### config.mk
export PLATFORM = sky130hd
export DESIGN_NAME = slave_decoder
export DESIGN_NICKNAME = d
export VERILOG_FILES = /design/src/verilog/bus_pkg.sv /design/src/verilog/slave_decoder.sv
export VERILOG_INCLUDE_DIRS = /design/src /design/src/verilog
export SDC_FILE = /design/constraint.sdc
export NUM_CORES = 1
export LEC_CHECK = 0
export BUFFER_PORTS_ARGS = -buffer_cell sky130_fd_sc_hd__buf_2
export CAP_MARGIN = 40
export CORE_MARGIN = 5
export CORE_UTILIZATION = 26
export CTS_CLUSTER_SIZE = 28
export DETAILED_ROUTE_END_ITERATION = 10
export GPL_ROUTABILITY_DRIVEN = 0
export PLACE_DENSITY = 0.85
export SLEW_MARGIN = 20
export SYNTH_ARGS = -nofsm -noshare
export SYNTH_HDL_FRONTEND = slang
export SYNTH_SLANG_ARGS = --single-unit
export TNS_END_PERCENT = 5
### constraint.sdc
create_clock -name clk -period 1 [get_ports clk]
set_input_delay 0 -clock clk [delete_from_list [all_inputs] [get_ports clk]]
set_output_delay 0 -clock clk [all_outputs]
set_load 0.02 [all_outputs]
### src/verilog/bus_system_config.svh
`ifndef BUS_SYSTEM_CONFIG_SVH
`define BUS_SYSTEM_CONFIG_SVH

// bus widths
`define BUS_DATA_WIDTH   16
`define BUS_ADDR_WIDTH   14     // 2 select bits over a 12 bit word offset

// bus population
`define BUS_MASTER_COUNT 2
`define BUS_SLAVE_COUNT  3

// slave depths in words
`define BUS_SLAVE0_DEPTH 4096
`define BUS_SLAVE1_DEPTH 4096
`define BUS_SLAVE2_DEPTH 2048

// extra wait cycles before a slave answers
`define BUS_SLAVE0_WAIT  0
`define BUS_SLAVE1_WAIT  0
`define BUS_SLAVE2_WAIT  4

`endif
### src/verilog/bus_pkg.sv
`default_nettype none

`include "bus_system_config.svh"

package bus_pkg;

    // one data word on the bus
    typedef logic [`BUS_DATA_WIDTH-1:0] data_t;

    // word address: slave select on top, word offset below
    typedef logic [`BUS_ADDR_WIDTH-1:0] addr_t;
    typedef logic [1:0]                 slave_sel_t;
    typedef logic [`BUS_ADDR_WIDTH-3:0] offset_t;

    typedef logic [$clog2(`BUS_MASTER_COUNT)-1:0] master_id_t;

    // AXI response codes, EXOKAY is never produced here
    typedef enum logic [1:0] {
        OKAY   = 2'b00,
        SLVERR = 2'b10,
        DECERR = 2'b11
    } resp_t;

endpackage

`default_nettype wire

### src/verilog/slave_decoder.sv
`timescale 1ns/1ps
`default_nettype none

`include "bus_system_config.svh"

module slave_decoder (
    input  logic                         clk,
    input  logic                         rstN,
    input  bus_pkg::master_id_t          grant_id,
    input  logic [`BUS_MASTER_COUNT-1:0] grant,
    input  logic [`BUS_MASTER_COUNT-1:0] bus_req,
    input  logic [`BUS_MASTER_COUNT-1:0] bus_write,
    input  bus_pkg::addr_t               bus_addr  [`BUS_MASTER_COUNT],
    input  bus_pkg::data_t               bus_wdata [`BUS_MASTER_COUNT],
    output logic [`BUS_SLAVE_COUNT-1:0]  sel_strb,
    output logic                         slv_write,
    output bus_pkg::offset_t             slv_offset,
    output bus_pkg::data_t               slv_wdata,
    output logic                         dec_err
);

    localparam int SLAVES = `BUS_SLAVE_COUNT;
    localparam int OFS_W  = $bits(bus_pkg::offset_t);

    logic                granted_q;     // grant seen last cycle
    logic                new_grant;
    bus_pkg::slave_sel_t sel;

    always_ff @(posedge clk or negedge rstN) begin
        if (!rstN) granted_q <= 1'b0;
        else granted_q <= |grant;
    end

    // first cycle of a grant only, so each transfer strobes once
    assign new_grant = (|grant) && !granted_q && bus_req[grant_id];

    assign sel        = bus_addr[grant_id][`BUS_ADDR_WIDTH-1 -: 2];
    assign slv_offset = bus_addr[grant_id][OFS_W-1:0];
    assign slv_write  = bus_write[grant_id];
    assign slv_wdata  = bus_wdata[grant_id];

    always_comb begin
        sel_strb = '0;
        dec_err  = 1'b0;
        if (new_grant) begin
            if (int'(sel) < SLAVES) sel_strb[sel] = 1'b1;
            else dec_err = 1'b1;    // select code with no slave behind it
        end
    end

endmodule

`default_nettype wire

==> impl_metrics.ini <==
[status]
status = completed

[synthesis]
synth_area_per_cell_sq_um = 10.0
yosysTopAreaCell = mux2_2
ys_top_cells_by_area = mux2_2 (66%), a211oi_1 (6.1%), or3b_1 (5.3%)
synth_top_area_share_pct = 66.4
synth_flop_cell = dfrtp_1
synth_nets = 118
synth_cells = 49
synth.top_cells.by_count = mux2_2 (29), a211oi_1 (4), buf_2 (3), nand3b_1 (3), or3b_1 (3)
yosysSeqAreaShare_pct = 5.09
synth_area_sq_um = 492
yosys_warnings = 0
synthArstFlopShare_pct = 100
synth_cell_types = 12
synth_most_common_cell = mux2_2
synth_seq_cells = 1
synth-edff-count = 0

[setup_path]
critPathKind = flip-flop to output pin
cp_max_fo = 4
cp-start-kind = flip-flop
crit_required_ps = 1000
critPathArrivalTime_ps = 980
critPathCaptureType = output pin

[power_and_ir_drop]
p_int_w = 0.000303
p_seq_share_pct = 7.8
power.switching_w = 0.000259
leakage_nw = 0.570
ir_drop_uv = 301
p_per_area_nw_per_um2 = 537
clkPwrFrac_pct = 0
switching_share_pct = 46.1
combinationalPowerShare_pct = 92.2

[grt]
track_usage_pct = 16.6
grt_max_degree = 16
grt_pass1_wl_um = 3650
grt_pass1_vias = 873
antenna_found_initial = 0
overflow = 0

[sta]
timing_worst_slew_pin_value_ps = 455
fin_crit_ps = 982
relSlewSlack_pct = 68.8
finalMaxSlewViolations = 0
hold_viol_final = 0
rsz0062_at_grt = true
holdWs_ps = 220
setup_viol = 0
period_share_pct = 98.2
setup_tns_ps = 0
max_freq_mhz = 1020

[detailed_routing]
wl_per_cell_um = 14.3
via_per_inst = 4.47
wl_um = 2480
drc = 0
drtIter0Drc = 2
ant_nets = 0
drt_first_pass_iters = 4
dr_total_vias = 777

[min_path]
hp-class = input port to flip-flop

[cells_and_area]
insertedDiodeCount = 0
nets = 220
area_growth_pct = 113
reg.largest.list = granted_q x1
top_register = granted_q
nFillCells = 191
drive_gt1_share_pct = 91.3
largest_register_ffs = 1
multi_input_area_sq_um = 454
ff_latch_area_sq_um = 25.0

[placed_design]
hpwl_um = 2220
portBuffers = 101

[clock_network]
clk_pin_slew_worst_paths_ps = 0
cts_setup_buffers = 0

[floorplan]
die_h_um = 53.5
coreArea_sq_um = 1760
chipWidth_um = 53.5
ios = 102
rows = 15
start_util_pct = 27.9
die_area_sq_um = 2860

[flow_run]
maxCapViolCount = 0
==> through the flow <==
stage	power [W]	cell area [sq um]	util, %	std cells	setup slack, ps
floorplan	0.000326	492	-	49	-62.0
global placement	0.000541	1020	57.7	173	73.6
detailed placement	0.000554	1020	57.7	173	-13.5
CTS	0.000560	1030	58.5	174	10.2
global route	0.000606	1050	59.3	174	-18.9
finish	0.000561	1050	59.3	174	17.6
==> power by group through the flow <==
stage / clock (W) / combinational (W) / sequential (W)
after floorplan: 0 / 0.000282 / 0.0000435
after global placement: 0 / 0.000497 / 0.0000437
after detailed placement: 0 / 0.000510 / 0.0000438
after CTS: 0 / 0.000517 / 0.0000439
after global routing: 0 / 0.000562 / 0.0000439
final: 0 / 0.000518 / 0.0000437
==> cell families after synthesis <==
family | share of synthesized area, %
flip-flops | 5.09
multiplexers | 68.4
AO/OA/AOI/OAI | 7.63
buffers and inverters | 5.34
AND/OR/NAND/NOR | 13.5
==> final cells by class <==
class | count | share of cell area, %
Sequential cell | 1 | 2.39
Tap cell | 25 | 2.99
Timing Repair Buffer | 104 | 51.2
Multi-Input combinational cell | 44 | 43.4
==> cell usage in the layout (no fill, tap or decap), drive strengths merged <==
cell and n:
o21bai 1, or3 1, or3b 3, dlygate4sd3 1
a211oi 4, nand3b 3, dfrtp 1, nand3 1
mux2i 1, buf 103, mux2 29, or2 1
==> what timing repair did <==
item / in CTS / in global routing
hold buffers: 1 / 0
gates resized for setup: 1 / 4
setup endpoints to repair: 1 / 18
endpoints found under the hold margin: 1 / 0
pin swaps: 0 / 1
==> routing by layer <==
metal	up-vias	track usage, %	part of all wire (%)
li1	391	-	-
met1	337	17.0	33
met2	47	34.9	56
met3	2	2.82	10
met4	0	0.851	0.48
met5	-	0	0
==> worst paths after layout <==
check                          start   endpoint  depth (start not counted)
min in group asynchronous       rstN  granted_q                          2
max in group asynchronous       rstN  granted_q                          2
setup / recovery           granted_q    dec_err                          3
hold / removal              grant[0]  granted_q                          2
==> critical path, cell delays in order (launching register included) <==
cell and delay (ps):
dfrtp_1 340, o21bai_2 230, a211oi_2 240, buf_4 180
Note: power is estimated with default switching activity, not from simulation.
