--- src/verilog/bus_system_config.svh ---
`ifndef BUS_SYSTEM_CONFIG_SVH
`define BUS_SYSTEM_CONFIG_SVH

// bus widths
`define BUS_DATA_WIDTH   16
`define BUS_ADDR_WIDTH   14     // 2 select bits over a 12 bit word offset

// bus population
`define BUS_MASTER_COUNT 2
`define BUS_SLAVE_COUNT  3

// slave depths in words
`define BUS_SLAVE0_DEPTH 4096
`define BUS_SLAVE1_DEPTH 4096
`define BUS_SLAVE2_DEPTH 2048

// extra wait cycles before a slave answers
`define BUS_SLAVE0_WAIT  0
`define BUS_SLAVE1_WAIT  0
`define BUS_SLAVE2_WAIT  4

`endif
--- src/verilog/bus_pkg.sv ---
`default_nettype none

`include "bus_system_config.svh"

package bus_pkg;

    // one data word on the bus
    typedef logic [`BUS_DATA_WIDTH-1:0] data_t;

    // word address: slave select on top, word offset below
    typedef logic [`BUS_ADDR_WIDTH-1:0] addr_t;
    typedef logic [1:0]                 slave_sel_t;
    typedef logic [`BUS_ADDR_WIDTH-3:0] offset_t;

    typedef logic [$clog2(`BUS_MASTER_COUNT)-1:0] master_id_t;

    // AXI response codes, EXOKAY is never produced here
    typedef enum logic [1:0] {
        OKAY   = 2'b00,
        SLVERR = 2'b10,
        DECERR = 2'b11
    } resp_t;

endpackage

`default_nettype wire

--- src/verilog/bus_arbiter.sv ---
`timescale 1ns/1ps
`default_nettype none

`include "bus_system_config.svh"

module bus_arbiter (
    input  logic                         clk,
    input  logic                         rstN,
    input  logic [`BUS_MASTER_COUNT-1:0] bus_req,
    input  logic                         xfer_done,
    output logic [`BUS_MASTER_COUNT-1:0] grant,
    output bus_pkg::master_id_t          grant_id
);

    localparam int MASTERS = `BUS_MASTER_COUNT;

    bus_pkg::master_id_t last_id;       // master served most recently
    bus_pkg::master_id_t pick_id;
    bus_pkg::master_id_t cand;
    logic                pick_found;
    logic                busy;

    // search starts just after the last master served
    always_comb begin
        pick_found = 1'b0;
        pick_id    = last_id;
        cand       = last_id;
        for (int i = 1; i <= MASTERS; i++) begin
            cand = bus_pkg::master_id_t'((int'(last_id) + i) % MASTERS);
            if (!pick_found && bus_req[cand]) begin
                pick_found = 1'b1;
                pick_id    = cand;
            end
        end
    end

    always_ff @(posedge clk or negedge rstN) begin
        if (!rstN) begin
            busy     <= 1'b0;
            grant    <= '0;
            grant_id <= '0;
            last_id  <= bus_pkg::master_id_t'(MASTERS - 1);  // master 0 goes first
        end else if (busy) begin
            if (xfer_done) begin            // grant drops the cycle after done
                busy    <= 1'b0;
                grant   <= '0;
                last_id <= grant_id;
            end
        end else if (pick_found) begin
            busy     <= 1'b1;
            grant    <= MASTERS'(1) << pick_id;
            grant_id <= pick_id;
        end
    end

endmodule

`default_nettype wire

--- config.mk ---
export PLATFORM = sky130hd
export DESIGN_NAME = bus_arbiter
export DESIGN_NICKNAME = d
export VERILOG_FILES = /design/src/verilog/bus_pkg.sv /design/src/verilog/bus_arbiter.sv
export VERILOG_INCLUDE_DIRS = /design/src /design/src/verilog
export SDC_FILE = /design/constraint.sdc
export NUM_CORES = 1
export LEC_CHECK = 0
export BUFFER_PORTS_ARGS = -buffer_cell sky130_fd_sc_hd__buf_2
export CORE_AREA = 2 2 39 41
export DETAILED_ROUTE_END_ITERATION = 12
export DIE_AREA = 0 0 41 43
export PLACE_DENSITY = 0.45
export SLEW_MARGIN = 10
export SYNTH_ARGS = -nofsm -noshare
export SYNTH_HDL_FRONTEND = slang
export SYNTH_SLANG_ARGS = --single-unit
--- constraint.sdc ---
create_clock -name clk -period 2.3 [get_ports clk]
set_input_delay 0.46 -clock clk [delete_from_list [all_inputs] [get_ports clk]]
set_output_delay 0.46 -clock clk [all_outputs]
set_load 0.03 [all_outputs]
==> metrics.txt <==
Post-CTS Hold Buffers 0; LEAKAGE around 0.14 nW; R2R Path Start last_id$_DFFE_PN1P_; largest net degree at the start of global routing 6; power per cell area 1021 nW/um2; nets 36; clk root buf clkbuf_4; Critical Path End grant[1]; Worst-Skew Late Latency approximately 250 ps; via/cell ratio around 4.1; initial antenna violation count 0; post-synth top area share 0.4571; die area 1763 um2; Synth area leaders dfrtp_1, dfstp_2, nand2b_1, and3_4, mux2_2; CTS tree built; Sink Count 5; setup bufs post-CTS 0; Final Slew Violations 0; Worst Path Buf+Inv 1; DR top layer met4; YS warnings 0; final setup TNS 0 ps; Netlist cell types 13; Pre-antenna DRT Iters 4; number of global-route vias before repair roughly 200; CP arrival 820 ps; CTS H-tree lvls 1; Syn Std Cell Area 219.0 um2; status finished clean; Peak VDD IR 0.4433 mV; syn avg cell area 11.52 um2; combinational power share 0.249; Ports 8; cells after synthesis 19; Crit Reg-Reg Endpoint grant[0]$_DFFE_PN0P_; DR iter-0 viols 10; fin crit period 1281 ps; R2R Setup Slk 1260 ps; antenna cells 0; HP Class input pin to asynchronous set/reset pin; crit start category register; Max-Cap Viols 0; Area after DPL 274.0 um2; DRC Markers 0; Fin Hold WS just over 20 ps; Die W roughly 40 um; clock skew 4.382 ps; clock share of power 0.335; Placer Congestion just under 0.7; syn_nets 24; clock slew at reported path FFs 40 ps; ANT nets after route 0; global route overflow 0; Initial Util 0.1582; Routed met3 length 83 um; Relative slew margins 0.8714; GRT Total Usage 0.07956; Hold Fails Final Rpt 0; Yosys reg bits 5; crit path kind register to primary output; Final Cell Area 300.3 um2; final wirelength 469 um; cts repair resizes 0; share of cells above drive strength 1 0.5000; required time of the critical path roughly 1800 ps; Die H around 43 um; Yosys top cell by area dfrtp_1; Flop pwr share 0.416; via count 187; core area 1384 um2; Crit path depth 1; Port-buffer cells 7; register area share after synthesis 0.5771; maximum clock path buffer count 2; post-route setup slack between 1000 and 1500 ps; internal power 0.0002111 W; Worst path max stage delay a little under 400 ps; setup violators final 0; highest-delay cell along the critical path dfrtp_1; CP top delay family flip-flops; Crit. End Element primary output; final worst-path cycle share 0.5572; number of CTS-inserted buffers 3; Setup crit start grant[1]$_DFFE_PN0P_; pre-CTS WS 1083 ps; RSZ-0062 raised after global routing no; first-pass GRT wire length 828 um; CP max FO 3; Area Overhead vs Synth 37.14%; Worst Tran Pin Value 191.7 ps; switch share 0.3115; Met1 Wirelength 216 um; met2 wire length 160 um; crit path cell chain buf_2; FMAX 780.4 MHz; switching pwr 0.00009551 W; Wirelength per Cell 10.20 um; r2r worst-path depth 3; num rows 14
## per-stage QoR
step	std cells	power [W]	util
2_1_floorplan	19	0.0001796	-
3_3_place_gp	42	0.0002002	0.1980
3_5_place_dp	42	0.0002054	0.1980
4_1_cts	46	0.0003122	0.2170
5_1_grt	46	0.0003309	0.2170
6_report	46	0.0003066	0.2170
## kinds of logic (layout without fill, tap and decap cells)
logic type	Yosys count	in the layout	synth area share
and+or+nand+nor	8	8	0.2114
AOI/OAI and AO/OA	4	4	0.1429
muxes	1	1	0.05142
buffers and inverters	1	12	0.01713
DFF	5	5	0.5772
## placed cells by master (no fill, tap or decap)
cell type / Yosys / routed
nand2b_1: 2 / 2
a21oi_1: 1 / 1
a211o_1: 1 / 1
o31a_2: 1 / 1
a211oi_1: 1 / 1
mux2_2: 1 / 1
nand2_1: 1 / 1
buf_2: 0 / 7
inv_2: 1 / 1
nor2_1: 3 / 3
dfrtp_1: 4 / 4
and3_4: 1 / 1
dfstp_2: 1 / 1
clkbuf_4: 0 / 3
clkbuf_1: 0 / 1
nor3b_1: 1 / 1
## cell type report
cell class	instances	area [um2]
clock buffers	4	26.28
fillers	153	1084
inverters	1	3.754
multi-input cells	13	88.84
flip-flops and latches	5	126.4
well taps	16	20.02
repair buffers	7	35.03
## registers in the layout (all words and copies together) (netlist names)
signal and cells:
grant 2, busy 1, grant_id 1, last_id 1
## layer usage
layer	up-vias	global-route usage
li1	87	-
met2	11	0.09063
met1	87	0.08442
met4	0	0.04000
met5	-	0
met3	2	0.09424
## synth_stat cells (all sizes together)
| cell type | count |
|---|---|
| a211o | 1 |
| a211oi | 1 |
| a21oi | 1 |
| and3 | 1 |
| dfrtp | 4 |
| dfstp | 1 |
| inv | 1 |
| mux2 | 1 |
| nand2 | 1 |
| nand2b | 2 |
| nor2 | 3 |
| nor3b | 1 |
| o31a | 1 |
## worst min path at each step
stage / from / to
after global routing: rstN / grant[0]$_DFFE_PN0P_
final: rstN / grant[0]$_DFFE_PN0P_
after global placement: rstN / grant[1]$_DFFE_PN0P_
after detailed placement: rstN / grant[0]$_DFFE_PN0P_
after CTS: rstN / grant[0]$_DFFE_PN0P_
after floorplan: rstN / busy$_DFF_PN0_
## power by group through the flow
stage                     Clock, W  Sequential (W)  Combinational [W]
after floorplan                  0        0.000149          0.0000307
after global placement           0        0.000126          0.0000739
after detailed placement         0        0.000128          0.0000772
after CTS                 0.000108        0.000127          0.0000773
after global routing      0.000118        0.000130          0.0000826
final                     0.000103        0.000128          0.0000763
Power figures use the tool's default switching activity.
