$ cat src/verilog/bus_system_config.svh
`ifndef BUS_SYSTEM_CONFIG_SVH
`define BUS_SYSTEM_CONFIG_SVH

// bus widths
`define BUS_DATA_WIDTH   16
`define BUS_ADDR_WIDTH   14     // 2 select bits over a 12 bit word offset

// bus population
`define BUS_MASTER_COUNT 2
`define BUS_SLAVE_COUNT  3

// slave depths in words
`define BUS_SLAVE0_DEPTH 4096
`define BUS_SLAVE1_DEPTH 4096
`define BUS_SLAVE2_DEPTH 2048

// extra wait cycles before a slave answers
`define BUS_SLAVE0_WAIT  0
`define BUS_SLAVE1_WAIT  0
`define BUS_SLAVE2_WAIT  4

`endif
$ cat src/verilog/bus_pkg.sv
`default_nettype none

`include "bus_system_config.svh"

package bus_pkg;

    // one data word on the bus
    typedef logic [`BUS_DATA_WIDTH-1:0] data_t;

    // word address: slave select on top, word offset below
    typedef logic [`BUS_ADDR_WIDTH-1:0] addr_t;
    typedef logic [1:0]                 slave_sel_t;
    typedef logic [`BUS_ADDR_WIDTH-3:0] offset_t;

    typedef logic [$clog2(`BUS_MASTER_COUNT)-1:0] master_id_t;

    // AXI response codes, EXOKAY is never produced here
    typedef enum logic [1:0] {
        OKAY   = 2'b00,
        SLVERR = 2'b10,
        DECERR = 2'b11
    } resp_t;

endpackage

`default_nettype wire

$ cat src/verilog/response_mux.sv
`timescale 1ns/1ps
`default_nettype none

`include "bus_system_config.svh"

module response_mux (
    input  logic                        clk,
    input  logic                        rstN,
    input  logic [`BUS_SLAVE_COUNT-1:0] done,
    input  bus_pkg::data_t              rdata [`BUS_SLAVE_COUNT],
    input  bus_pkg::resp_t              resp  [`BUS_SLAVE_COUNT],
    input  logic                        dec_err,
    output logic                        xfer_done,
    output bus_pkg::data_t              xfer_rdata,
    output bus_pkg::resp_t              xfer_resp
);

    bus_pkg::data_t sel_rdata;
    bus_pkg::resp_t sel_resp;

    // at most one slave finishes per transfer; no done means decode error
    always_comb begin
        sel_rdata = '0;
        sel_resp  = bus_pkg::DECERR;
        for (int s = 0; s < `BUS_SLAVE_COUNT; s++) begin
            if (done[s]) begin
                sel_rdata = rdata[s];
                sel_resp  = resp[s];
            end
        end
    end

    always_ff @(posedge clk or negedge rstN) begin
        if (!rstN) xfer_done <= 1'b0;
        else xfer_done <= (|done) || dec_err;   // one cycle pulse
    end

    always_ff @(posedge clk) begin
        if ((|done) || dec_err) begin
            xfer_rdata <= sel_rdata;
            xfer_resp  <= sel_resp;
        end
    end

endmodule

`default_nettype wire

$ cat config.mk
export PLATFORM = sky130hd
export DESIGN_NAME = response_mux
export DESIGN_NICKNAME = d
export VERILOG_FILES = /design/src/verilog/bus_pkg.sv /design/src/verilog/response_mux.sv
export VERILOG_INCLUDE_DIRS = /design/src /design/src/verilog
export SDC_FILE = /design/constraint.sdc
export NUM_CORES = 1
export LEC_CHECK = 0
export ABC_AREA = 1
export BUFFER_PORTS_ARGS = -buffer_cell sky130_fd_sc_hd__clkbuf_2
export CAP_MARGIN = 20
export CORE_MARGIN = 5
export CORE_UTILIZATION = 41
export DETAILED_ROUTE_END_ITERATION = 12
export GPL_ROUTABILITY_DRIVEN = 0
export GPL_TIMING_DRIVEN = 1
export PLACE_DENSITY = 0.8
export SETUP_SLACK_MARGIN = 0.02
export SLEW_MARGIN = 40
export SYNTH_ARGS = -nofsm -noshare
export SYNTH_HDL_FRONTEND = slang
export SYNTH_SLANG_ARGS = --single-unit
$ cat constraint.sdc
create_clock -name clk -period 0.8 [get_ports clk]
set_input_delay 0.12 -clock clk [delete_from_list [all_inputs] [get_ports clk]]
set_output_delay 0.12 -clock clk [all_outputs]
set_load 0.05 [all_outputs]
==> metrics.txt <==
die height=about 63 um; hold path startpoint=resp[1]; outcome=complete, but fails checks; Yosys Warn Count=0; Fill cells=between 200 and 300; TritonCTS clock tree=done; crit path max fanout=1; Die Area=3982 um2; Global Route Usage Sum=0.1544; VDD IR max=1055 uV; WHS Endpoint=xfer_resp[1]$_DFFE_PP_; Core Region=between 2000 and 3000 um2; DR DRC count=0; Final Hold Vio Count=0; cell area after layout=about 1800 um2; CP startpoint kind=flip-flop; TritonCTS buffer count=3; violated checks=negative setup slack; sequential share of the synthesized area=0.4892; Placed Cells incl. Taps=around 270; Worst path slowest cell=edfxtp_1; clock root buffer=clkbuf_4; Req. time, crit path=about 0.68 ns; pin count of the biggest net entering global routing=21; GRT overflow=0; DR iter-0 viols=38; vias in the first global route=approximately 1200; # Max-Cap Violations=0; commonest cells in the netlist=nor2_1 (66), nand2_1 (53), edfxtp_1 (18), buf_6 (6), inv_1 (5); Ports=79; # diodes=0; Post-DP HPWL=2.324 mm; kind of cell adding the most delay to the critical path=flip-flops; Worst Hold Path Cells=3; fin nets=around 300; # setup viols final=19; H-tree Lvls=1; Fmax achieved=approximately 990 MHz; post-route setup slack=-0.2089 ns; routed via count=between 1000 and 1500; Worst-path clk slew=0.11 ns; Final Non-Filler Cells=roughly 270; share of cells above drive strength 1=0.4000; WP data arrival=around 0.89 ns; number of synthesized flops with an enable pin=18; initial antenna violation count=0; top_reg_cell synth=edfxtp_1; Mapped Nets=roughly 220; initial core utilization=0.4229; Std-Cell Rows=19; Placed Area=approximately 1600 um2; Synth Cell Area=1156 um2; register bit total from synthesis=19; slew margin rel.=0.8109; most frequent cell after synthesis=nor2_1; crit path cell chain=buf_8; post-synth top area share=0.4675; post-synth top area cell=edfxtp_1; Worst path depth=1; Total Wirelength=slightly above 3 mm; CTS sink count=19; Slew @ Worst Pin=0.2837 ns; Area Growth Syn to Fin=57.58%; RSZ-0062 raised after global routing=yes; vias per cell=between 4 and 5; first-pass GRT wire length=4.954 mm; Worst Hold Class=in2reg; worst path buffer plus inverter count=1; synth top area cells=edfxtp_1 (47%), nor2_1 (21%), nand2_1 (17%); Syn Area/Cell=around 7.3 um2; IO buf count=a little under 80; clk buf depth=2; post-route ant nets=0; Setup CP Type=reg2out; fraction of registers with async set/reset=0.05263; Pwr Density=about 1500 nW/um2; synth unique cells=12; CP Capture Type=output pin; static leakage=0.9589 nW; DRT Pass-1 Iters=4; max incr delay on CP=approximately 0.43 ns; Final min period=1.009 ns; cell count after synthesis=about 160; Final period util=1.261; DR WL/cell=between 10 and 15 um; Die X=~63 um; fin. max-slew vios=0
what timing repair did:
item / CTS / global route
setup buffers: 0 / 0
hold buffers: 1 / 0
endpoints found under the setup margin: 19 / 19
gates resized for setup: 38 / 5
hold endpoints to repair: 1 / 0
pin swaps: 0 / 0
cell usage in the layout (no fill, tap or decap):
cell and count:
nor2_1 65, clkbuf_2 59, nand2_1 51, edfxtp_1 18
clkbuf_8 14, nand2_2 5, inv_1 5, buf_8 5
buf_4 4, clkbuf_4 3, buf_12 3, a21oi_1 2
inv_2 1, nor2_4 1, nand3_4 1, clkbuf_1 1
dlygate4sd3_1 1, dfrtp_1 1
sequential cells by signal, indices dropped and copies added (netlist names):
signal,flops
xfer_rdata,16
xfer_resp,2
xfer_done,1
where the power goes:
group / switching, W / leakage [nW] / total [W] / internal, W
Sequential: 0.0000467 / 0.198 / 0.00125 / 0.00121
Clock: 0.000292 / 0.0150 / 0.000485 / 0.000194
Combinational: 0.000624 / 0.746 / 0.00108 / 0.000459
metrics by stage:
step | total power [W] | hold slack, ns | setup TNS (ns) | setup WS (ns) | util
final | 0.002822 | 0.09423 | -3.639 | -0.2089 | 0.6664
after global routing | 0.002963 | 0.1117 | -4.442 | -0.2562 | 0.6664
after CTS | 0.002818 | 0.09414 | -3.712 | -0.2157 | 0.6641
after detailed placement | 0.002173 | -0.1044 | -5.894 | -0.1806 | 0.5899
after global placement | 0.002163 | -0.1044 | -5.565 | -0.1776 | 0.5899
after floorplan | 0.001892 | -0.1756 | -2.849 | -0.1512 | -
worst max-delay path by stage:
stage                                  start  slack (ns)                        to
global placement                     done[2]       -0.18  xfer_rdata[13]$_DFFE_PP_
CTS                 xfer_rdata[10]$_DFFE_PP_       -0.22            xfer_rdata[10]
floorplan                            done[1]       -0.15   xfer_rdata[0]$_DFFE_PP_
detailed placement                   done[1]       -0.18    xfer_resp[0]$_DFFE_PP_
finish              xfer_rdata[15]$_DFFE_PP_       -0.21            xfer_rdata[15]
global route        xfer_rdata[11]$_DFFE_PP_       -0.26            xfer_rdata[11]
cell families (layout without fill, tap and decap cells):
family          after synthesis  after routing  share of synthesized area
flops                        19             19                     0.4892
compound gates                2              2                   0.008658
buf+inv                      15             96                    0.09522
simple gates                123            123                     0.4069
metal layers:
layer | vias up | global-route usage | share of wire
met3 | 2 | 0.04085 | 0.070
met2 | 35 | 0.2846 | 0.57
met4 | 0 | 0.06366 | 0.011
met5 | - | 0 | 0
met1 | 527 | 0.1631 | 0.35
li1 | 648 | - | -
cell type report:
cell class                 count  area [um2]  share of cell area
clock buffer                   4       26.28             0.01442
sequential                    19       565.5              0.3104
inverter                       6       22.52             0.01236
multi-input combinational    125       505.5              0.2775
tap                           31       38.79             0.02129
timing repair buffer          86       663.1              0.3640
Power figures use the tool's default switching activity.
