[src/verilog/bus_system_config.svh]
`ifndef BUS_SYSTEM_CONFIG_SVH
`define BUS_SYSTEM_CONFIG_SVH

// bus widths
`define BUS_DATA_WIDTH   16
`define BUS_ADDR_WIDTH   14     // 2 select bits over a 12 bit word offset

// bus population
`define BUS_MASTER_COUNT 2
`define BUS_SLAVE_COUNT  3

// slave depths in words
`define BUS_SLAVE0_DEPTH 4096
`define BUS_SLAVE1_DEPTH 4096
`define BUS_SLAVE2_DEPTH 2048

// extra wait cycles before a slave answers
`define BUS_SLAVE0_WAIT  0
`define BUS_SLAVE1_WAIT  0
`define BUS_SLAVE2_WAIT  4

`endif
[src/verilog/bus_pkg.sv]
`default_nettype none

`include "bus_system_config.svh"

package bus_pkg;

    // one data word on the bus
    typedef logic [`BUS_DATA_WIDTH-1:0] data_t;

    // word address: slave select on top, word offset below
    typedef logic [`BUS_ADDR_WIDTH-1:0] addr_t;
    typedef logic [1:0]                 slave_sel_t;
    typedef logic [`BUS_ADDR_WIDTH-3:0] offset_t;

    typedef logic [$clog2(`BUS_MASTER_COUNT)-1:0] master_id_t;

    // AXI response codes, EXOKAY is never produced here
    typedef enum logic [1:0] {
        OKAY   = 2'b00,
        SLVERR = 2'b10,
        DECERR = 2'b11
    } resp_t;

endpackage

`default_nettype wire

[src/verilog/axil_port.sv]
`timescale 1ns/1ps
`default_nettype none

module axil_port (
    input  logic               clk,
    input  logic               rstN,
    // write address
    input  bus_pkg::addr_t     awaddr,
    input  logic               awvalid,
    output logic               awready,
    // write data
    input  bus_pkg::data_t     wdata,
    input  logic               wvalid,
    output logic               wready,
    // write response
    output bus_pkg::resp_t     bresp,
    output logic               bvalid,
    input  logic               bready,
    // read address
    input  bus_pkg::addr_t     araddr,
    input  logic               arvalid,
    output logic               arready,
    // read data
    output bus_pkg::data_t     rdata,
    output bus_pkg::resp_t     rresp,
    output logic               rvalid,
    input  logic               rready,
    // toward arbiter and decoder
    output logic               bus_req,
    output logic               bus_write,
    output bus_pkg::addr_t     bus_addr,
    output bus_pkg::data_t     bus_wdata,
    // back from the response mux
    input  logic               granted,
    input  logic               xfer_done,
    input  bus_pkg::data_t     xfer_rdata,
    input  bus_pkg::resp_t     xfer_resp
);

    typedef enum logic [1:0] {ST_IDLE, ST_REQ, ST_RESP} state_t;

    state_t         state;
    logic           aw_got, w_got;      // halves of a write seen so far
    logic           aw_hs, w_hs, ar_hs;
    logic           wr_fire, finish;
    logic           req_write;
    bus_pkg::addr_t req_addr;
    bus_pkg::data_t req_wdata;
    bus_pkg::data_t rdata_q;
    bus_pkg::resp_t resp_q;

    // only one transaction per port, ready stays low while one is held
    assign awready = (state == ST_IDLE) && !aw_got;
    assign wready  = (state == ST_IDLE) && !w_got;
    // writes win, so a read waits while any part of a write is pending
    assign arready = (state == ST_IDLE) && !aw_got && !w_got && !awvalid && !wvalid;

    assign aw_hs   = awvalid && awready;
    assign w_hs    = wvalid && wready;
    assign ar_hs   = arvalid && arready;
    assign wr_fire = (aw_hs || aw_got) && (w_hs || w_got);
    assign finish  = (state == ST_REQ) && granted && xfer_done;

    always_ff @(posedge clk or negedge rstN) begin
        if (!rstN) begin
            state  <= ST_IDLE;
            aw_got <= 1'b0;
            w_got  <= 1'b0;
        end else begin
            case (state)
                ST_IDLE: begin
                    if (wr_fire) begin
                        state  <= ST_REQ;
                        aw_got <= 1'b0;
                        w_got  <= 1'b0;
                    end else begin
                        if (aw_hs) aw_got <= 1'b1;
                        if (w_hs) w_got <= 1'b1;
                        if (ar_hs) state <= ST_REQ;
                    end
                end
                ST_REQ: begin
                    if (finish) state <= ST_RESP;
                end
                ST_RESP: begin
                    if (req_write ? bready : rready) state <= ST_IDLE;
                end
                default: state <= ST_IDLE;
            endcase
        end
    end

    // captured request and returned result
    always_ff @(posedge clk) begin
        if (aw_hs) req_addr <= awaddr;
        else if (ar_hs) req_addr <= araddr;
        if (w_hs) req_wdata <= wdata;
        if (wr_fire) req_write <= 1'b1;
        else if (ar_hs) req_write <= 1'b0;
        if (finish) begin
            resp_q  <= xfer_resp;
            rdata_q <= xfer_rdata;
        end
    end

    assign bus_req   = (state == ST_REQ);
    assign bus_write = req_write;
    assign bus_addr  = req_addr;
    assign bus_wdata = req_wdata;

    assign bvalid = (state == ST_RESP) && req_write;
    assign rvalid = (state == ST_RESP) && !req_write;
    assign bresp  = resp_q;
    assign rresp  = resp_q;
    assign rdata  = rdata_q;

endmodule

`default_nettype wire

[config.mk]
export PLATFORM = sky130hd
export DESIGN_NAME = axil_port
export DESIGN_NICKNAME = d
export VERILOG_FILES = /design/src/verilog/bus_pkg.sv /design/src/verilog/axil_port.sv
export VERILOG_INCLUDE_DIRS = /design/src /design/src/verilog
export SDC_FILE = /design/constraint.sdc
export NUM_CORES = 1
export LEC_CHECK = 0
export BUFFER_PORTS_ARGS = -buffer_cell sky130_fd_sc_hd__buf_2
export CORE_UTILIZATION = 41
export DETAILED_ROUTE_END_ITERATION = 16
export GPL_ROUTABILITY_DRIVEN = 0
export GPL_TIMING_DRIVEN = 0
export PLACE_DENSITY_LB_ADDON = 0.2
export SYNTH_ARGS = -nofsm -noshare
export SYNTH_HDL_FRONTEND = slang
export SYNTH_SLANG_ARGS = --single-unit
[constraint.sdc]
create_clock -name clk -period 2.6 [get_ports clk]
set_clock_uncertainty 0.2 [all_clocks]
set_input_delay 0.65 -clock clk [delete_from_list [all_inputs] [get_ports clk]]
set_output_delay 0.65 -clock clk [all_outputs]
set_load 0.01 [all_outputs]
==> flow_summary.rst, run 1 <==
.. list-table::
   :header-rows: 1

   * - Metric
     - Value
   * - Total power
     - 0.00233 W
   * - Number of vias in the routed layout
     - 1342
   * - Required time of the critical path
     - 2370 ps
   * - Initial antenna violation count
     - 0
   * - Standby leakage power
     - around 1.2 nW
   * - Arrival time of the worst setup path
     - between 2000 and 2500 ps
   * - Post-synthesis instance area
     - roughly 2000 um2
   * - Total setup violations reported at the end of the flow
     - 0
   * - Die area
     - roughly 5100 um2
   * - Placement row count
     - 24
   * - Vertical die dimension
     - between 70 and 80 um
   * - Worst setup path class
     - flop to flop
   * - Syn-to-layout area delta
     - 40.6%
   * - Later-pin clock latency in the skew report
     - about 290 ps
   * - Final critical-path share of the clock period
     - a little under 90%
   * - Most frequent cell after synthesis
     - sky130_fd_sc_hd__edfxtp_1
   * - Most common flop cell mapped by yosys
     - sky130_fd_sc_hd__edfxtp_1
   * - Total routing usage reported by global routing
     - 14.8%
   * - Upper clock frequency limit
     - roughly 440 MHz
   * - Cell area after placement
     - 2680 um2
   * - CP top delay family
     - simple AND/OR/NAND/NOR gates
   * - Post-Synthesis Cells
     - roughly 100
   * - 1st-pass router iterations
     - 10
   * - Number of top-level pins
     - 128
   * - Crit path cell chain
     - or2_1 > buf_6 > nor3b_4 > buf_8 > nand2b_2
   * - Clock transition time at the flip-flop clock pins of the worst setup and hold paths
     - 90 ps
   * - Overall routed net length
     - between 3 and 4 mm
   * - Synth Net Count
     - 174
   * - Crit-path max cell delay
     - approximately 400 ps
   * - Mean instance size in the synthesized netlist
     - about 19 um2
   * - Type of destination of the critical path
     - flop
   * - Sum Neg Setup Slack
     - 0 ps
   * - Violated checks
     - design-rule violations
   * - Vias in the first global route
     - approximately 1200
   * - Class of the worst hold path
     - input pin to flop
   * - Residual overflow from global routing
     - 0
   * - Share of flip-flops with an asynchronous set or reset
     - 7.55%
   * - Number of antenna repair diodes
     - 0
   * - Layout cell share with drive strength beyond 1
     - 64.9%
   * - Buf/Inv on CP
     - 2
   * - Result of the run
     - finished with violations
   * - Post-synth EDFFs
     - 48
   * - Headroom to the max-slew limit
     - 48.3%
   * - Count of different cell masters after synthesis
     - 24
   * - Number of warnings reported in the yosys synthesis log
     - 0
   * - Tightest Pin Transition
     - 776 ps
   * - Post-route design area
     - 2780 um2
   * - Number of violations of the max-capacitance limit
     - 0
   * - Largest driver fanout on the critical path
     - 14
   * - Flop and latch count out of synthesis
     - 53
   * - Die width
     - 71.4 um
   * - Total clock buffers created by CTS
     - 5
   * - Synth area leaders
     - sky130_fd_sc_hd__edfxtp_1, sky130_fd_sc_hd__mux2_4, sky130_fd_sc_hd__dfrtp_1, sky130_fd_sc_hd__mux2_2, sky130_fd_sc_hd__nor2_1
   * - Total half-perimeter wirelength after legalization and detailed placement
     - 2.90 mm
   * - Sequential-to-total area share from yosys stat
     - between 70% and 80%
   * - Net total in the final layout
     - 309
   * - Synth top cells by count
     - sky130_fd_sc_hd__edfxtp_1, sky130_fd_sc_hd__nor2_1, sky130_fd_sc_hd__mux2_4, sky130_fd_sc_hd__mux2_2, sky130_fd_sc_hd__dfrtp_1
   * - Pins over their slew limit
     - 0
   * - Buffer levels on the longest clock path
     - 2
   * - Residual DRC count
     - 11
   * - Library cell occupying the most area in the post-synthesis netlist
     - sky130_fd_sc_hd__edfxtp_1
   * - Final worst path period need
     - ~2200 ps
   * - Initial standard-cell utilization of the core
     - a little over two fifths
   * - Slowest-stage cell, CP
     - sky130_fd_sc_hd__dfrtp_1
   * - CTS H-Tree Depth
     - 2
   * - Buffers added on ports
     - roughly 130
   * - Number of routed nets with antenna violations
     - 0
   * - Area of the core region
     - about 4500 um2
   * - Worst setup SP type
     - flop
   * - Largest net degree at the start of global routing
     - 20
   * - Clock tree from TritonCTS
     - yes
   * - CTS Root Buffer Type
     - sky130_fd_sc_hd__clkbuf_8
   * - Via count normalized by instance count
     - 4.61
   * - RSZ-0062 raised after global routing
     - false
   * - Iteration-0 DRC Markers
     - just under 60
   * - Wire length of the first global-routing pass
     - about 5.7 mm
   * - Cell Pwr Density
     - about 840 nW/um2
   * - Portion of synthesized cell area occupied by the leading cell type
     - between 70% and 80%
   * - Worst IR drop on VDD
     - about 0.00040 V
   * - Number of hold violations in the final report
     - 0
   * - Wire length per cell
     - roughly 13 um
   * - Num Clock Sinks
     - 53
-- layout by cell type, fill, tap and decap left out, drive strengths merged, types with 2 or more instances in the layout --
cell type,n
buf,131
edfxtp,48
mux2,15
nor2,11
clkbuf,6
dfrtp,4
nand2,3
and3,2
a21oi,2
clkinvlp,2
nand2b,2
-- per-layer routing --
layer | track usage [%] | share of wire, % | vias to the layer above | wire (um)
met5 | 0 | 0 | - | 0
met4 | 7.56 | 2.3 | 0 | 85
met3 | 5.20 | 11 | 9 | 396
met2 | 26.2 | 51 | 83 | 1900
met1 | 15.5 | 36 | 593 | 1330
li1 | - | - | 657 | -
-- power breakdown --
group          leakage (nW)  switching, W  internal [W]
sequential            0.500     0.0000642       0.00114
clock                0.0374      0.000249      0.000190
combinational         0.704      0.000364      0.000318
-- registers in the layout, summed over array words and instances (netlist names) --
signal,cells
rdata,16
bus_addr,14
state,2
bus_wdata,16
bresp,2
w_got,1
bus_write,1
aw_got,1
-- timing repair --
action	4_1_cts	5_1_grt
buffers inserted	0	0
resized for setup	0	1
endpoints found under the setup margin	0	14
hold endpoints to repair	4	0
hold buffers	1	0
-- layout make-up --
class	instances	area, um2
plain buffers	4	41.3
clock buffers	6	72.6
clock inverters	2	15.0
fillers	348	1730
inverters	1	3.75
multi-input cells	45	370
flip-flops and latches	53	1560
well taps	52	65.1
repair buffers	128	646
-- through the flow --
stage | utilization, % | instances | hold WS (ps) | worst slack (ps)
after floorplan | - | 103 | 154 | 370
after global placement | 59.4 | 282 | 262 | 122
after detailed placement | 59.4 | 282 | 263 | 79.3
after CTS | 61.6 | 291 | 313 | 89.7
after global routing | 61.6 | 291 | 307 | 222
final | 61.6 | 291 | 323 | 352
-- logic make-up (layout without fill, tap and decap cells) --
group / after synthesis / in the layout / synth area share (%)
buffers and inverters: 5 / 141 / 2.28
AO/OA/AOI/OAI: 5 / 5 / 1.65
flip-flops: 53 / 53 / 79.1
AND/OR/NAND/NOR: 25 / 25 / 6.72
multiplexers: 15 / 15 / 10.3
-- final timing paths --
check | slack, ps | from | cells after the start | end
min in group asynchronous | 480 | rstN | 2 | w_got
min reg2reg | 370 | bus_write | 1 | bus_write
max | 350 | state[0] | 5 | bus_addr[1]
min | 320 | wdata[1] | 1 | bus_wdata[1]
max reg2reg | 350 | state[0] | 5 | bus_addr[1]
max in group asynchronous | 1600 | rstN | 2 | state[1]
(Power assumes the default switching activity.)
==> run 2, diff against run 1 <==
--- a/config.mk
+++ b/config.mk
@@ -12,6 +12,7 @@
 export GPL_ROUTABILITY_DRIVEN = 0
 export GPL_TIMING_DRIVEN = 0
 export PLACE_DENSITY_LB_ADDON = 0.2
+export RECOVER_POWER = 50
 export SYNTH_ARGS = -nofsm -noshare
 export SYNTH_HDL_FRONTEND = slang
 export SYNTH_SLANG_ARGS = --single-unit
==> run 2 against run 1 <==
The run still ends with design-rule violations left. Worst setup slack got worse by 75 ps. Non-clock buffer count is the same. Fmax fell by 3.2%. First-iteration DRC count fell by 15%. Wire length rose by 0.70%. Sequential power about the same. Hold slack got worse by 0.64 ps. Global-route usage unchanged. Highest routed layer unchanged. Final cell count did not move.
==> flow_summary.rst, run 2 (synthesis results as in run 1) <==
.. list-table::
   :header-rows: 1

   * - Metric
     - Value
   * - CTS H-Tree Depth
     - 2
   * - Layout cell share with drive strength beyond 1
     - 47.7%
   * - Setup slack, reg-to-reg
     - ~280 ps
   * - Number of cells traversed by the worst hold path
     - 1
   * - Number of cell instances on the worst register-to-register path
     - 5
   * - Die width
     - roughly 71 um
   * - Worst setup path class
     - flop to flop
   * - Top library cells by usage in the layout, fill and taps aside
     - sky130_fd_sc_hd__buf_2, sky130_fd_sc_hd__edfxtp_1, sky130_fd_sc_hd__clkbuf_1
   * - Required time of the critical path
     - 2370 ps
   * - Number of antenna repair diodes
     - 0
   * - Worst IR drop on VDD
     - 0.000394 V
   * - Total clock buffers created by CTS
     - 5
   * - Number of vias in the routed layout
     - roughly 1300
   * - Wire length per cell
     - 12.9 um
   * - Final critical-path share of the clock period
     - slightly below 90%
   * - Sum Neg Setup Slack
     - 0 ps
   * - Pins over their slew limit
     - 0
   * - Standby leakage power
     - roughly 1.1 nW
   * - Initial standard-cell utilization of the core
     - 43.8%
   * - Total power
     - 0.00229 W
   * - Final cell count without fillers
     - around 290
   * - Tightest Pin Transition
     - slightly below 800 ps
   * - Via count normalized by instance count
     - between 4 and 5
   * - Headroom to the max-slew limit
     - 48.3%
   * - Cell Pwr Density
     - approximately 840 nW/um2
   * - Most frequent standard cell in the layout excluding fill and tap cells
     - sky130_fd_sc_hd__buf_2
   * - Class of the worst hold path
     - input pin to flop
   * - Final worst path period need
     - roughly 2300 ps
   * - Type of destination of the critical path
     - flop
   * - Worst setup SP type
     - flop
   * - 1st-pass router iterations
     - 10
   * - Initial antenna violation count
     - 0
   * - Arrival time of the worst setup path
     - ~2100 ps
   * - End of the worst hold path
     - bus_wdata[1]
   * - Placement row count
     - 24
   * - Num Clock Sinks
     - 53
   * - Largest net degree at the start of global routing
     - 20
   * - Later-pin clock latency in the skew report
     - 300 ps
   * - Overall routed net length
     - between 3 and 4 mm
   * - Placed cell count
     - 282
   * - Largest driver fanout on the critical path
     - 14
   * - Total half-perimeter wirelength after legalization and detailed placement
     - between 2 and 3 mm
   * - Number of violations of the max-capacitance limit
     - 0
   * - Total routing usage reported by global routing
     - 14.8%
   * - Upper clock frequency limit
     - 430 MHz
   * - Number of top-level pins
     - 128
   * - Area of the core region
     - 4500 um2
   * - Clock tree from TritonCTS
     - yes
   * - Vertical die dimension
     - 71.4 um
   * - CTS Root Buffer Type
     - sky130_fd_sc_hd__clkbuf_8
   * - Hold_sp
     - wdata[1]
   * - Number of routed nets with antenna violations
     - 0
   * - Buffer levels on the longest clock path
     - 2
   * - Residual DRC count
     - 11
   * - Vias in the first global route
     - approximately 1200
   * - Total setup violations reported at the end of the flow
     - 0
   * - Clock transition time at the flip-flop clock pins of the worst setup and hold paths
     - ~90 ps
   * - Die area
     - 5100 um2
   * - Syn-to-layout area delta
     - 37.6%
   * - Wire length of the first global-routing pass
     - 5.66 mm
   * - Beginning of the worst register-to-register path
     - state[0]
   * - Net total in the final layout
     - 309
   * - RSZ-0062 raised after global routing
     - false
   * - Iteration-0 DRC Markers
     - 50
   * - Result of the run
     - finished with violations
   * - FF-to-FF End
     - bus_addr[1]
   * - Number of hold violations in the final report
     - 0
   * - Violated checks
     - design-rule violations
   * - Residual overflow from global routing
     - 0
   * - Buffers added on ports
     - 127
==> run 2: metrics by stage <==
step                      worst slack (ps)  hold WS [ps]  utilization (%)  instance area [um2]
after floorplan                        370           154                -                 1970
after CTS                             89.7           313             61.6                 2770
after global routing                   125           307             60.3                 2720
final                                  277           322             60.3                 2720
after global placement                 122           262             59.4                 2680
after detailed placement              79.3           263             59.4                 2680
==> run 2: routing by layer <==
metal,vias to the layer above,wire length (um),part of all wire (%),global-route usage [%]
met4,0,91,2.4,7.56
li1,656,-,-,-
met2,83,1900,51,26.2
met5,-,0,0,0
met3,11,405,11,5.20
met1,590,1350,36,15.5
==> run 2: worst max-delay path by stage <==
stage,start,to,slack [ps],depth (start not counted)
finish,state[0],bus_addr[1],280,5
CTS,state[0],bus_addr[1],90,5
global route,state[0],bus_addr[13],120,5
detailed placement,state[0],bus_addr[5],80,5
global placement,state[0],bus_addr[5],120,5
floorplan,state[0],bus_addr[0],370,5
==> run 2: where the power goes <==
part	switching (W)	internal [W]	total, W
clock network	0.000250	0.000190	0.000440
registers	0.0000670	0.00114	0.00121
logic	0.000362	0.000278	0.000639
total	0.000679	0.00161	0.00229
==> run 2: layout make-up <==
class,count,area [um2]
Sequential cell,53,1560
Clock buffer,6,72.6
Clock inverter,2,15.0
Buffer,4,33.8
Tap cell,52,65.1
Fill cell,354,1790
Multi-Input combinational cell,45,370
Inverter,1,3.75
Timing Repair Buffer,128,596
==> run 2: worst max-delay path, stage by stage (launching register included) <==
cell and delay (ps):
sky130_fd_sc_hd__dfrtp_1 400, sky130_fd_sc_hd__or2_0 220, sky130_fd_sc_hd__clkbuf_1 200, sky130_fd_sc_hd__nor3b_4 410, sky130_fd_sc_hd__buf_8 210, sky130_fd_sc_hd__nand2b_2 340
==> run 2: timing repair <==
| action | in CTS | in global routing |
|---|---|---|
| hold buffers | 1 | 0 |
| hold endpoints to repair | 4 | 0 |
| buffers inserted | 0 | 0 |
| endpoints found under the setup margin | 0 | 14 |
| resized for setup | 0 | 1 |
